`config.mk`:
```
export PLATFORM = sky130hd
export DESIGN_NAME = map_arbiter
export DESIGN_NICKNAME = d
export VERILOG_FILES = /design/src/console_pkg.sv /design/src/map_arbiter.sv
export VERILOG_INCLUDE_DIRS = /design/src /design/src/src
export SDC_FILE = /design/constraint.sdc
export NUM_CORES = 1
export LEC_CHECK = 0
export BUFFER_PORTS_ARGS = -buffer_cell sky130_fd_sc_hd__buf_4
export CAP_MARGIN = 15
export CELL_PAD_IN_SITES_DETAIL_PLACEMENT = 1
export CELL_PAD_IN_SITES_GLOBAL_PLACEMENT = 2
export CORE_MARGIN = 2
export CORE_UTILIZATION = 10
export DETAILED_ROUTE_END_ITERATION = 16
export PLACE_DENSITY = 0.95
export SLEW_MARGIN = 20
export SYNTH_ARGS = -nofsm -noshare
export SYNTH_HDL_FRONTEND = slang
export SYNTH_SLANG_ARGS = --single-unit
```
`constraint.sdc`:
```
create_clock -name clk_a -period 1 [get_ports clk_a]
set_input_delay 0.15 -clock clk_a [delete_from_list [all_inputs] [get_ports clk_a]]
set_output_delay 0.15 -clock clk_a [all_outputs]
set_load 0.02 [all_outputs]
```
`src/map_macros.svh`:
```
// Map width macros
`ifndef MAP_MACROS_SVH
`define MAP_MACROS_SVH

// level one, indexed by the top virtual address bits.
`define MAP_L1_AW 11
`define MAP_L1_DW 5

// level two, indexed by block number and page bits.
`define MAP_L2_AW 10
`define MAP_L2_DW 24

`define VADDR_W 24
`define PPAGE_W 14

// lowest virtual address bit seen by the map.
`define MAP_PAGE_LSB 8

`endif

```
`src/console_pkg.sv`:
```
// Console map select type
package console_pkg;

   // which map level a command or write goes to.
   typedef enum logic
   {
      MAP_L1 = 1'b0,
      MAP_L2 = 1'b1
   } map_sel_e;

endpackage

```
`src/map_arbiter.sv`:
```
// Port b arbiter
`timescale 1ns/1ps
`include "map_macros.svh"

module map_arbiter
(
   input  logic                     clk_a,
   input  logic                     reset,
   input  logic                     con_req,
   input  console_pkg::map_sel_e    con_sel,
   input  logic [`MAP_L1_AW-1:0]    con_addr,
   input  logic [`MAP_L2_DW-1:0]    con_wdata,
   input  logic                     con_wr,
   input  logic                     tr_wr_l1,
   input  logic                     tr_wr_l2,
   input  logic [`MAP_L1_DW-1:0]    l1_q_b,
   input  logic [`MAP_L2_DW-1:0]    l2_q_b,
   output logic                     con_gnt,
   output logic [`MAP_L2_DW-1:0]    con_rdata,
   output logic [`MAP_L1_AW-1:0]    l1_address_b,
   output logic [`MAP_L1_DW-1:0]    l1_data_b,
   output logic                     l1_wren_b,
   output logic                     l1_rden_b,
   output logic [`MAP_L2_AW-1:0]    l2_address_b,
   output logic [`MAP_L2_DW-1:0]    l2_data_b,
   output logic                     l2_wren_b,
   output logic                     l2_rden_b
);

   import console_pkg::*;

   map_sel_e rd_sel;
   logic     sel_l1;
   logic     sel_l2;

   assign sel_l1 = (con_sel == MAP_L1);
   assign sel_l2 = (con_sel == MAP_L2);

   // the translator always wins its own memory.
   assign con_gnt = con_req && !(sel_l1 ? tr_wr_l1 : tr_wr_l2);

   assign l1_address_b = con_addr;
   assign l1_data_b    = con_wdata[`MAP_L1_DW-1:0];
   assign l1_wren_b    = con_gnt && sel_l1 && con_wr;
   assign l1_rden_b    = con_gnt && sel_l1 && !con_wr;

   assign l2_address_b = con_addr[`MAP_L2_AW-1:0];
   assign l2_data_b    = con_wdata;
   assign l2_wren_b    = con_gnt && sel_l2 && con_wr;
   assign l2_rden_b    = con_gnt && sel_l2 && !con_wr;

   always_ff @(posedge clk_a)
   begin
      if (reset)
         rd_sel <= MAP_L1;
      else if (con_gnt)
         rd_sel <= con_sel;             // picks the q_b of the next cycle.
   end

   assign con_rdata = (rd_sel == MAP_L2) ? l2_q_b :
                      {{(`MAP_L2_DW-`MAP_L1_DW){1'b0}}, l1_q_b};

   // a waiting console keeps its request and target until granted.
   a_req_held: assert property (@(posedge clk_a) disable iff (reset)
      con_req && !con_gnt |=> con_req && $stable(con_sel) && $stable(con_addr))
      else $error("map_arbiter: console request changed before its grant");

endmodule

```
==> flow_summary.yaml <==
cts:
  clock_latency_ns: 0
  cts_setup_buffers: 0
  hold_buffers: 0
  path_clk_slew_ns: 0
outcome:
  violations: "DRC, setup timing"
  status: "complete, but fails checks"
cells_and_area:
  largest_register: "rd_sel"
  top_regs: "rd_sel (1)"
  stdcell_count: 180
  final_cell_mix: "buf_4 (65), and2_1 (20), mux2_2 (5)"
  multi_input_area_um2: 270.3
  area_growth_pct: 32.90
  layout-drive-gt1-share_pct: 75.73
  layout_commonest_cell: "buf_4"
  seq_area_um2: 23.77
  diodes: 0
  largest_reg_flops: 1
  nets: 176
  fill_cells: 760
setup_path:
  rr_worst_depth: 3
  cp-end-kind: "output pin"
  cp-startpoint: "rd_sel"
  cp-start-kind: "flop"
  cpLargestDelayFamily: "flip-flops"
  cp.required_ns: 0.85
  critPathKind: "flop to output pin"
  reg2reg_to: "rd_sel"
  cp.arrival_ns: 0.88
  cp_num_buf_inv: 1
  r2r-start: "rd_sel"
  r2r_slack_ns: 0.16
  cp_slowest_stage_delay_ns: 0.36
  crit_chain: "mux2_2 -> buf_4"
  crit_slowest_cell: "dfxtp_4"
  cp_max_fo: 7
routing:
  wl_per_cell_um: 11.30
  postRouteAntennaNets: 0
  drt_wl_total_mm: 2.034
  first_pass_iters: 11
  avgViaCountPerCell: 3.111
  via_count: 560
  drc_errors: 9
  drt_iter0_drc: 24
synth:
  postSynthCellCount: 90
  synth.distinct_cells: 17
  avgSynthCellArea_um2: 7.438
  ys_seq_area_share_pct: 2.991
  yosysWarnings: 0
  synth_seq_cells: 1
  syn_nets: 161
  synth_area_um2: 669.4
die:
  die_h_um: 85.82
  die-area_mm2: 0.007364
  pin_count: 150
  die_w_um: 85.82
  core_area_mm2: 0.006422
  start_util_pct: 10.42
  rows: 29
power:
  vdd_drop_max_v: 0.00009845
  leakage_nw: 0.4524
  power.density_mw_per_mm2: 454.0
  total_power_mw: 0.4039
grt:
  track_usage_pct: 4.721
  grt_pass1_wl_mm: 2.766
  grt_max_degree: 16
  overflow: 0
  grt_pass1_vias: 571
  antenna_found_initial: 0
hold_path:
  holdPathStages: 0
  min_to: "l2_data_b[13]"
  hp-start: "con_wdata[13]"
  hold_path_class: "primary input to output pin"
place:
  gp_congestion: 0.5764
  io_buffers: 64
  dp_cells: 180
timing:
  min_period_over_period_pct: 103.5
  maxSlewViolCount: 0
  setup_viol: 5
  finalWorstSetupSlack_ns: -0.03463
  max_freq_mhz: 966.5
  worst_pin_slew_ns: 0.1727
  rsz0062_at_grt: "yes"
  hold_viol: 0
  min_period_ns: 1.035
  fin_setup_tns_ns: -0.1415
  max-slew-margin-rel_pct: 88.44
  fin_skew_ns: 0
run:
  maxCapViolations: 0
per-stage QoR:
stage	hold slack, ns	setup WS, ns	area [um^2]	util [%]
finish	0.3000	-0.03463	889.6	13.85
global route	0.3000	-0.05127	889.6	13.85
CTS	0.3001	-0.03408	878.3	13.68
detailed placement	0.3001	-0.1413	867.1	13.50
global placement	0.3001	-0.1265	867.1	13.50
floorplan	0.2124	0.04952	674.4	-
cell families (layout without fill, tap and decap cells):
logic type,count (synthesis),in the layout,synth area share [%]
buf+inv,53,66,59.63
mux,6,6,9.906
compound gates,2,2,2.056
flops,1,1,2.991
simple gates,28,28,25.42
layout make-up:
type                       count  area share (%)
multi-input combinational     36           30.38
timing repair buffer          66           56.12
sequential                     1           2.672
tap                           77           10.83
cell usage after synthesis, drive strengths merged:
| cell | n | area (um^2) |
|---|---|---|
| nor3b | 1 | 7.510 |
| nand2 | 2 | 10.01 |
| nor2 | 1 | 3.750 |
| and2 | 20 | 125.1 |
| o21ai | 1 | 5.000 |
| nor2b | 1 | 6.260 |
| and3 | 1 | 6.260 |
| nor3 | 1 | 5.000 |
| mux2i | 1 | 10.01 |
| buf | 52 | 394.1 |
| a21oi | 1 | 8.760 |
| mux2 | 5 | 56.30 |
| clkbuf | 1 | 5.000 |
| dfxtp | 1 | 20.02 |
| nand2b | 1 | 6.260 |
routing by layer:
metal / global-route usage (%) / vias to the layer above / share of wire, %
met4: 2.309 / 0 / 3.9
li1: - / 254 / -
met3: 1.444 / 12 / 16
met2: 8.878 / 51 / 50
met1: 4.663 / 243 / 31
met5: 0 / - / 0
worst max path at each step:
stage / end / slack [ns] / cells past startpoint
global route: con_rdata[3] / -0.05 / 2
floorplan: con_rdata[0] / 0.05 / 2
CTS: con_rdata[1] / -0.03 / 2
finish: con_rdata[3] / -0.03 / 2
global placement: con_rdata[2] / -0.13 / 2
detailed placement: con_rdata[1] / -0.14 / 2
timing repair:
| action | CTS | global route |
|---|---|---|
| pin swaps | 1 | 1 |
| resized for setup | 4 | 3 |
| endpoints found under the hold margin | 0 | 0 |
| cloned | 0 | 0 |
| setup endpoints to repair | 27 | 21 |
report_power, final:
part | switching [mW] | internal (mW) | leakage (nW) | total, mW
clock network | 0 | 0 | 0 | 0
registers | 0.00571 | 0.0428 | 0.00891 | 0.0486
logic | 0.153 | 0.202 | 0.443 | 0.355
Power figures use the tool's default switching activity.
