[src/map_macros.svh]
// Map width macros
`ifndef MAP_MACROS_SVH
`define MAP_MACROS_SVH

// level one, indexed by the top virtual address bits.
`define MAP_L1_AW 11
`define MAP_L1_DW 5

// level two, indexed by block number and page bits.
`define MAP_L2_AW 10
`define MAP_L2_DW 24

`define VADDR_W 24
`define PPAGE_W 14

// lowest virtual address bit seen by the map.
`define MAP_PAGE_LSB 8

`endif

[src/map_entry_pkg.sv]
// Map entry types
`include "map_macros.svh"

package map_entry_pkg;

   // level-one entry, names one level-two block.
   typedef logic [`MAP_L1_DW-1:0] l2_block_t;

   typedef struct packed
   {
      logic                access;
      logic                write_ok;
      logic [1:0]          meta;
      logic [5:0]          unused;
      logic [`PPAGE_W-1:0] ppage;
   } map2_fields_t;

   // one level-two word, seen raw or by field.
   typedef union packed
   {
      logic [`MAP_L2_DW-1:0] raw;
      map2_fields_t          f;
   } map2_entry_u;

endpackage

[src/console_pkg.sv]
// Console map select type
package console_pkg;

   // which map level a command or write goes to.
   typedef enum logic
   {
      MAP_L1 = 1'b0,
      MAP_L2 = 1'b1
   } map_sel_e;

endpackage

[src/console_map_access.sv]
// Console map access sequencer
`timescale 1ns/1ps
`include "map_macros.svh"

module console_map_access
(
   input  logic                     clk_a,
   input  logic                     reset,
   input  logic                     cmd_stb,
   input  console_pkg::map_sel_e    cmd_sel,
   input  logic [`MAP_L1_AW-1:0]    cmd_addr,
   input  logic [`MAP_L2_DW-1:0]    cmd_wdata,
   input  logic                     cmd_wr,
   input  logic                     con_gnt,
   input  logic [`MAP_L2_DW-1:0]    con_rdata,
   output logic                     busy,
   output logic                     done,
   output logic [`MAP_L2_DW-1:0]    rdata,
   output logic                     con_req,
   output console_pkg::map_sel_e    con_sel,
   output logic [`MAP_L1_AW-1:0]    con_addr,
   output logic [`MAP_L2_DW-1:0]    con_wdata,
   output logic                     con_wr
);

   import console_pkg::*;
   import map_entry_pkg::*;

   typedef enum logic [1:0]
   {
      ST_IDLE,
      ST_REQ,
      ST_RD_WAIT
   } state_e;

   state_e                state;
   map_sel_e              sel_q;
   logic [`MAP_L1_AW-1:0] addr_q;
   logic                  wr_q;
   map2_entry_u           wdata_q;
   map2_entry_u           rdata_q;

   always_ff @(posedge clk_a)
   begin
      if (reset)
      begin
         state <= ST_IDLE;
         done  <= 1'b0;
      end
      else
      begin
         done <= 1'b0;
         case (state)
            ST_IDLE:
               if (cmd_stb)
                  state <= ST_REQ;
            ST_REQ:
               if (con_gnt)
               begin
                  state <= wr_q ? ST_IDLE : ST_RD_WAIT;
                  done  <= wr_q;       // write landed at this edge.
               end
            default:
            begin
               state <= ST_IDLE;
               done  <= 1'b1;
            end
         endcase
      end

      if (state == ST_IDLE && cmd_stb)
      begin
         sel_q       <= cmd_sel;
         addr_q      <= cmd_addr;
         wr_q        <= cmd_wr;
         wdata_q.raw <= cmd_wdata;
      end
      if (state == ST_RD_WAIT)
         rdata_q.raw <= con_rdata;     // q_b came out on the grant edge.
   end

   assign busy      = (state != ST_IDLE);
   assign con_req   = (state == ST_REQ);
   assign con_sel   = sel_q;
   assign con_addr  = addr_q;
   assign con_wr    = wr_q;
   assign con_wdata = wdata_q.raw;
   assign rdata     = rdata_q.raw;

   a_no_stb_busy: assert property (@(posedge clk_a) disable iff (reset)
      busy |-> !cmd_stb)
      else $error("console_map_access: command strobed while busy");

endmodule

[config.mk]
export PLATFORM = sky130hd
export DESIGN_NAME = console_map_access
export DESIGN_NICKNAME = d
export VERILOG_FILES = /design/src/map_entry_pkg.sv /design/src/console_pkg.sv /design/src/console_map_access.sv
export VERILOG_INCLUDE_DIRS = /design/src /design/src/src
export SDC_FILE = /design/constraint.sdc
export NUM_CORES = 1
export LEC_CHECK = 0
export BUFFER_PORTS_ARGS = -buffer_cell sky130_fd_sc_hd__buf_2
export CORE_MARGIN = 4
export CORE_UTILIZATION = 40
export CTS_BUF_LIST = sky130_fd_sc_hd__clkbuf_16
export CTS_CLUSTER_DIAMETER = 80
export DETAILED_ROUTE_END_ITERATION = 8
export HOLD_SLACK_MARGIN = 0.05
export MAX_ROUTING_LAYER = met4
export PLACE_DENSITY_LB_ADDON = 0.1
export SYNTH_ARGS = -nofsm -noshare
export SYNTH_HDL_FRONTEND = slang
export SYNTH_SLANG_ARGS = --single-unit
[constraint.sdc]
create_clock -name clk_a -period 5.2 [get_ports clk_a]
set_input_delay 0 -clock clk_a [delete_from_list [all_inputs] [get_ports clk_a]]
set_output_delay 0 -clock clk_a [all_outputs]
set_load 0.02 [all_outputs]
==> run summary <==
outcome: finished, final reports clean
Fin Setup TNS: 0 ps
CTS tree: yes
Synthesized Nets: 141
RSZ-0062 raised after global routing: false
Area Growth Syn to Fin: 85.7%
Max-cap violations: 0
share of cells above drive strength 1: 0.514
Routed Antenna Nets: 0
register area share after synthesis: 0.962
clk_skew: 4.05 ps
router iterations before antenna repair: 4
number of CTS-inserted buffers: 9
row cnt: 25
top-area cell type share of the netlist area: 0.932
Overflow after GRT: 0
Mapped Avg Cell Area: 25.9 um^2
Final Critical Period: 1780 ps
first-pass GRT wire length: 8470 um
Async SR Flop Fraction: 0
DIE HEIGHT: 78.1 um
clock sink count: 64
Via density: 4.33
CP Class: reg -> reg
Port Buffers: 128
CP endpoint kind: flop
Multi-input gate area: 77.6 um^2
total vias in the final route: 1520
register area: 1890 um^2
clock buffer depth: 2
Lkg Pwr: 1.55 nW
Req. time, crit path: 5140 ps
final-stage net count: 344
die width: 78.1 um
vias in the first global route: 1703
clk root buf: clkbuf_16
Syn Std Cell Area: 1970 um^2
Starting Density: 0.413
Pwr Total: 1.34 mW
Total Routing Usage GR: 0.196
die area: 6100 um^2
Post-synth top flop: edfxtp_1
Syn Inst Count: 76
number of synthesis warnings: 0
wire length per cell: 15.7 um
endpoints failing hold: 0
crit path max fanout: 37
Power Dens Cells: 367 nW/um^2
Slew headroom: 0.273
# resized after CTS: 0
top cells by area, synth: edfxtp_1, dfxtp_1, a211oi_2, nand2b_1, nor2b_1
Least-Margin Pin Slew: 1090 ps
latest clock arrival within the worst-skew pair: 310 ps
final setup vio count: 0
setup bufs post-CTS: 0
EDFF count, synth: 61
Core Area: 4750 um^2
Arr. time, crit path: 1720 ps
Startpoint Class: flop
Ports: 129
CTS H-tree depth: 3
Netlist cell types: 12
FF+latch count, synth: 64
clk slew on worst S/H paths: 50 ps
Filler cells: 280
Pins Over Slew Limit: 0
maximum clock rate: 561 MHz
count leader, synth: edfxtp_1
initial antenna violation count: 0
HP Class: in -> reg
DRT iter0 DRCs: 46
worst vdd ir: 0.266 mV
Detailed Route WL: 5510 um
ant diodes: 0
# DRC: 0
largest area contributor in the netlist: edfxtp_1
RePlAce Congestion: 0.680
Tcrit/Tclk final: 0.343
top cells by count, synth: edfxtp_1, dfxtp_1, nand2b_1, nor2b_1
largest net degree at the start of global routing: 38
==> report_power, final <==
group | internal [mW] | switching [mW] | leakage, nW | total, mW
sequential | 0.592 | 0.00657 | 0.596 | 0.599
clock | 0.414 | 0.198 | 0.153 | 0.613
combinational | 0.0643 | 0.0627 | 0.806 | 0.127
total | 1.07 | 0.268 | 1.55 | 1.34
==> worst max-delay path: stages (launching register included) <==
cell	delay (ps)
dfxtp_1	360
or2_1	290
nor2_4	750
==> final cells by class <==
type                       instances  share of cell area
tap                               67              0.0230
clock inverter                     7              0.0237
inverter                           1             0.00103
sequential                        64               0.518
multi-input combinational         11              0.0213
clock buffer                       9              0.0617
timing repair buffer             192               0.351
==> registers in the layout, summed over array words and instances, names as in the netlist <==
signal	cells
con_wr	1
rdata	24
con_addr	11
con_wdata	24
con_sel	1
state	2
done	1
==> per-layer routing <==
metal / vias to the layer above / track usage / share of wire
li1: 710 / - / -
met1: 700 / 0.186 / 0.34
met2: 96 / 0.360 / 0.55
met3: 14 / 0.0550 / 0.092
met4: 0 / 0.0979 / 0.026
met5: - / - / 0
==> through the flow <==
step	std cells	area [um^2]	setup slack (ps)	hold slack (ps)	util
after CTS	351	3650	3420	277	0.768
after floorplan	76	1970	3130	64.6	-
after global routing	351	3650	3300	308	0.768
after detailed placement	271	2700	3420	178	0.567
after global placement	271	2700	3490	177	0.567
final	351	3650	3420	275	0.768
==> what timing repair did <==
action / in CTS / in global routing
hold endpoints to repair: 64 / 0
hold buffers: 64 / 0
setup endpoints to repair: 0 / 0
==> cells by family after synthesis <==
family          Yosys count  synth area share
simple gates              9            0.0261
buf+inv                   1           0.00191
compound gates            2           0.00955
flops                    64             0.962
==> path summary, 6_finish.rpt <==
kind | cells after the start | from | slack (ps) | to
min reg2reg | 1 | con_wr | 470 | state[1]
max reg2reg | 2 | state[1] | 3420 | con_addr[6]
min | 3 | cmd_stb | 280 | con_wdata[16]
max | 2 | state[1] | 3420 | con_addr[6]
==> placed cells by master, fill, tap and decap left out, drive strengths merged, types with 2 or more instances in the layout <==
master | netlist | final
nand2b | 2 | 2
dlygate4sd3 | 0 | 64
edfxtp | 61 | 61
bufinv | 0 | 2
clkbuf | 0 | 9
clkinv | 0 | 4
dfxtp | 3 | 3
nor2b | 2 | 2
nor2 | 2 | 2
buf | 0 | 128
Power figures use the tool's default switching activity.
