===== config.mk =====
export PLATFORM = sky130hd
export DESIGN_NAME = map_translator
export DESIGN_NICKNAME = d
export VERILOG_FILES = /design/src/map_entry_pkg.sv /design/src/console_pkg.sv /design/src/map_translator.sv
export VERILOG_INCLUDE_DIRS = /design/src /design/src/src
export SDC_FILE = /design/constraint.sdc
export NUM_CORES = 1
export LEC_CHECK = 0
export BUFFER_PORTS_ARGS = -buffer_cell sky130_fd_sc_hd__buf_4
export CAP_MARGIN = 20
export CELL_PAD_IN_SITES_DETAIL_PLACEMENT = 1
export CELL_PAD_IN_SITES_GLOBAL_PLACEMENT = 2
export CORE_MARGIN = 5
export CORE_UTILIZATION = 10
export CTS_CLUSTER_DIAMETER = 120
export DETAILED_ROUTE_END_ITERATION = 6
export GPL_TIMING_DRIVEN = 0
export HOLD_SLACK_MARGIN = 0.08
export PLACE_DENSITY_LB_ADDON = 0.1
export SYNTH_ARGS = -nofsm -noshare
export SYNTH_HDL_FRONTEND = slang
export SYNTH_SLANG_ARGS = --single-unit

===== constraint.sdc =====
create_clock -name clk_a -period 0.85 [get_ports clk_a]
set_input_delay 0.085 -clock clk_a [delete_from_list [all_inputs] [get_ports clk_a]]
set_output_delay 0.085 -clock clk_a [all_outputs]
set_load 0.02 [all_outputs]

===== src/map_macros.svh =====
// Map width macros
`ifndef MAP_MACROS_SVH
`define MAP_MACROS_SVH

// level one, indexed by the top virtual address bits.
`define MAP_L1_AW 11
`define MAP_L1_DW 5

// level two, indexed by block number and page bits.
`define MAP_L2_AW 10
`define MAP_L2_DW 24

`define VADDR_W 24
`define PPAGE_W 14

// lowest virtual address bit seen by the map.
`define MAP_PAGE_LSB 8

`endif


===== src/map_entry_pkg.sv =====
// Map entry types
`include "map_macros.svh"

package map_entry_pkg;

   // level-one entry, names one level-two block.
   typedef logic [`MAP_L1_DW-1:0] l2_block_t;

   typedef struct packed
   {
      logic                access;
      logic                write_ok;
      logic [1:0]          meta;
      logic [5:0]          unused;
      logic [`PPAGE_W-1:0] ppage;
   } map2_fields_t;

   // one level-two word, seen raw or by field.
   typedef union packed
   {
      logic [`MAP_L2_DW-1:0] raw;
      map2_fields_t          f;
   } map2_entry_u;

endpackage


===== src/console_pkg.sv =====
// Console map select type
package console_pkg;

   // which map level a command or write goes to.
   typedef enum logic
   {
      MAP_L1 = 1'b0,
      MAP_L2 = 1'b1
   } map_sel_e;

endpackage


===== src/map_translator.sv =====
// Map lookup translator
`timescale 1ns/1ps
`include "map_macros.svh"

module map_translator
(
   input  logic                     clk_a,
   input  logic                     reset,
   input  logic                     lookup_stb,
   input  logic [`VADDR_W-1:0]      vaddr,
   input  logic                     map_wr_stb,
   input  console_pkg::map_sel_e    map_wr_sel,
   input  logic [`MAP_L2_DW-1:0]    map_wr_data,
   output logic                     valid,
   output logic [`PPAGE_W-1:0]      ppage,
   output logic                     access_ok,
   output logic                     write_ok,
   output logic [1:0]               meta,
   output logic                     tr_wr_l1,
   output logic                     tr_wr_l2,
   output logic [`MAP_L1_AW-1:0]    l1_address_a,
   output logic [`MAP_L1_DW-1:0]    l1_data_a,
   output logic                     l1_wren_a,
   output logic                     l1_rden_a,
   input  logic [`MAP_L1_DW-1:0]    l1_q_a,
   output logic [`MAP_L2_AW-1:0]    l2_address_a,
   output logic [`MAP_L2_DW-1:0]    l2_data_a,
   output logic                     l2_wren_a,
   output logic                     l2_rden_a,
   input  logic [`MAP_L2_DW-1:0]    l2_q_a
);

   import console_pkg::*;
   import map_entry_pkg::*;

   localparam int OFF_W = `MAP_L2_AW - `MAP_L1_DW;

   logic             s1_valid;
   logic [OFF_W-1:0] s1_off;
   l2_block_t        s2_block;
   map2_entry_u      entry;

   assign tr_wr_l1 = map_wr_stb && (map_wr_sel == MAP_L1);
   assign tr_wr_l2 = map_wr_stb && (map_wr_sel == MAP_L2);

   // lookups and writes share the level-one index bits.
   assign l1_address_a = vaddr[`VADDR_W-1 -: `MAP_L1_AW];
   assign l1_data_a    = map_wr_data[`MAP_L1_DW-1:0];
   assign l1_wren_a    = tr_wr_l1;
   assign l1_rden_a    = lookup_stb;

   always_ff @(posedge clk_a)
   begin
      if (reset)
      begin
         s1_valid <= 1'b0;
         valid    <= 1'b0;
      end
      else
      begin
         s1_valid <= lookup_stb;
         valid    <= s1_valid;         // level-two word is out next cycle.
      end
      s1_off <= vaddr[`MAP_PAGE_LSB +: OFF_W];
   end

   // level-two index is the block from level one plus the page bits.
   assign s2_block     = l1_q_a;
   assign l2_address_a = tr_wr_l2 ? vaddr[`MAP_PAGE_LSB +: `MAP_L2_AW] : {s2_block, s1_off};
   assign l2_data_a    = map_wr_data;
   assign l2_wren_a    = tr_wr_l2;
   assign l2_rden_a    = s1_valid;

   assign entry.raw = l2_q_a;
   assign ppage     = entry.f.ppage;
   assign access_ok = entry.f.access;
   assign write_ok  = entry.f.write_ok;
   assign meta      = entry.f.meta;

   a_stb_excl: assert property (@(posedge clk_a) disable iff (reset)
      !(lookup_stb && map_wr_stb))
      else $error("map_translator: lookup and map write strobed together");

   // a level-two write would take port a from the stage-two read.
   a_l2_free: assert property (@(posedge clk_a) disable iff (reset)
      lookup_stb |=> !tr_wr_l2)
      else $error("map_translator: level-two write right after a lookup");

endmodule


==> summary.md <==
| Metric | Value |
|---|---|
| Status | finished, violations left |
| Failing checks | setup timing |
| DP HPWL | 2890 um |
| Sequential cell area fraction in the yosys report | 0.178 |
| Synth-to-Final Area Change | 134% |
| Total Routed Length | 3290 um |
| Period utilization | 1.17 |
| Minimum clock period | 0.996 ns |
| Setup violations, final | 9 |
| Die area | 9740 um2 |
| PortBufs | 94 |
| Fin cells | 292 |
| DP Area | 1620 um2 |
| GRT Util Overall | 0.0609 |
| Worst Path Buf+Inv | 1 |
| Max-cap violations | 0 |
| Clock Sinks | 7 |
| Crit path max-delay family | flip-flops |
| Inserted Diodes | 0 |
| FFs w/ async S/R, synth | 0 |
| Initial DRC count | 11 |
| Initial antenna violation count | 0 |
| Die width | 98.7 um |
| Crit Path Class | reg -> out |
| Worst min path class | in -> out |
| Final hold slack | 0.368 ns |
| RSZ-0062 raised after global routing | true |
| Core Area | 7690 um2 |
| Final WS setup | -0.146 ns |
| WL per Instance | 11.3 um |
| Synth cell count leaders | buf_4 (61), mux2_4 (9), dfxtp_1 (7) |
| Peak supply drop | 0.000426 V |
| Via/cell ratio | 3.01 |
| Cell Pwr Density | 1020 nW/um2 |
| Ranking of synthesized cells by area | buf_4 (58%), dfxtp_1 (18%), mux2_4 (17%) |
| Register bit count reported by yosys | 7 |
| CP arrival | 0.91 ns |
| H-tree depth | 1 |
| Clk_lat worst skew | 0.23 ns |
| CTS Buf Count | 3 |
| Syn_nets | 166 |
| LEAKAGE | 1.01 nW |
| Cell count after placement | 280 |
| Prevailing post-synth register cell | dfxtp_1 |
| Core occupancy in the finished layout | 0.239 |
| Largest net degree at the start of global routing | 6 |
| CP required | 0.76 ns |
| Synth unique cells | 9 |
| Clock skew | 0.0000289 ns |
| CTS tree | yes |
| Number of global-route vias before repair | 985 |
| Mapped Avg Cell Area | 9.37 um2 |
| First-pass GRT wire length | 4770 um |
| Design area | 1840 um2 |
| Starting density of the core | 0.102 |
| GPL Wtd Cong | 0.715 |
| Top-area cell type share of the netlist area | 0.582 |
| I/O pin cnt | 157 |
| # DRC | 0 |
| DRT Pass-1 Iters | 2 |
| Clock transition at path regs | 0.04 ns |
| Die Ht | 98.7 um |
| Worst path max stage delay | 0.30 ns |
| # rows | 32 |
| Syn Inst Count | 84 |
| Layout cells sized above 1 | 0.905 |
| Most frequent cell after synthesis | buf_4 |
| Hold Fails Final Rpt | 0 |
| Max clock buf depth | 2 |
| Crit end category | primary output |
| Worst slew margin | 0.945 |
| # nets final | 273 |
| Area leader, netlist | buf_4 |
| Worst slew pin tran | 0.0825 ns |
| Startpoint Class | flip-flop |
| Routed via count | 879 |
| Remaining antenna violation count | 0 |
| Cell area after synthesis | 787 um2 |
| Root Driver | clkbuf_8 |
| Ys Warns | 0 |
| Total power after layout | 1.88 mW |
| Slowest CP cell | dfxtp_1 |
| Post-synth EDFFs | 0 |
| CP max FO | 1 |
| CP Cell Sequence | mux2_4 > buf_6 |
| Max Transition Viols Final | 0 |
| GRT Residual Overflow | 0 |
| F_max | 1000 MHz |
==> area by class of cell <==
cell class              count  area (um2)
multi-input cells          14         191
inverters                   1        3.75
plain buffers              62         478
clock buffers               4        45.0
well taps                 102         128
fillers                   932        5850
repair buffers            102         852
flip-flops and latches      7         140
==> timing repair <==
| item | CTS | global route |
|---|---|---|
| endpoints found under the setup margin | 11 | 10 |
| pin swaps | 1 | 0 |
| gates cloned | 1 | 0 |
| hold buffers | 7 | 0 |
| buffers inserted | 0 | 0 |
| hold endpoints to repair | 7 | 0 |
| resized for setup | 18 | 1 |
==> state kept, by name, summed over array words and instances, names as in the netlist <==
signal     cells
l2_rden_a      1
s1_off         5
valid          1
==> power by group <==
part | internal (mW) | total (mW) | switching (mW)
combinational | 0.603 | 1.04 | 0.441
clock | 0.326 | 0.488 | 0.162
sequential | 0.347 | 0.351 | 0.00487
==> placed cells by master, fill, tap and decap left out, drive strengths merged <==
master       count
dfxtp            7
buf            157
inv              1
clkbuf           4
mux2            10
nand2            1
dlygate4sd3      7
and2b            1
nor2b            2
==> worst paths after layout <==
kind | start | endpoint | slack (ns) | cells past startpoint
worst min-delay path | map_wr_data[2] | l1_data_a[2] | 0.37 | 2
worst max register to register | l2_rden_a | valid | 0.32 | 1
worst min register to register | l2_rden_a | valid | 0.47 | 1
worst max-delay path | s1_off[3] | l2_address_a[3] | -0.15 | 2
==> routing by layer <==
metal / up-vias / routed length [um] / GRT usage
li1: 412 / - / -
met1: 387 / 857 / 0.0508
met2: 78 / 1910 / 0.125
met3: 2 / 505 / 0.0340
met4: 0 / 21 / 0.00945
met5: - / 0 / 0
==> metrics by stage <==
stage | setup slack (ns) | setup TNS (ns)
3_5_place_dp | -0.196 | -1.81
6_report | -0.146 | -1.01
4_1_cts | -0.160 | -1.10
3_3_place_gp | -0.186 | -1.70
5_1_grt | -0.174 | -1.25
2_1_floorplan | 0.123 | 0
==> kinds of logic after synthesis <==
| kind of cell | Yosys count | synth area share |
|---|---|---|
| buf+inv | 63 | 0.601 |
| mux | 10 | 0.186 |
| simple gates | 4 | 0.0350 |
| flops | 7 | 0.178 |
(Power assumes the default switching activity.)
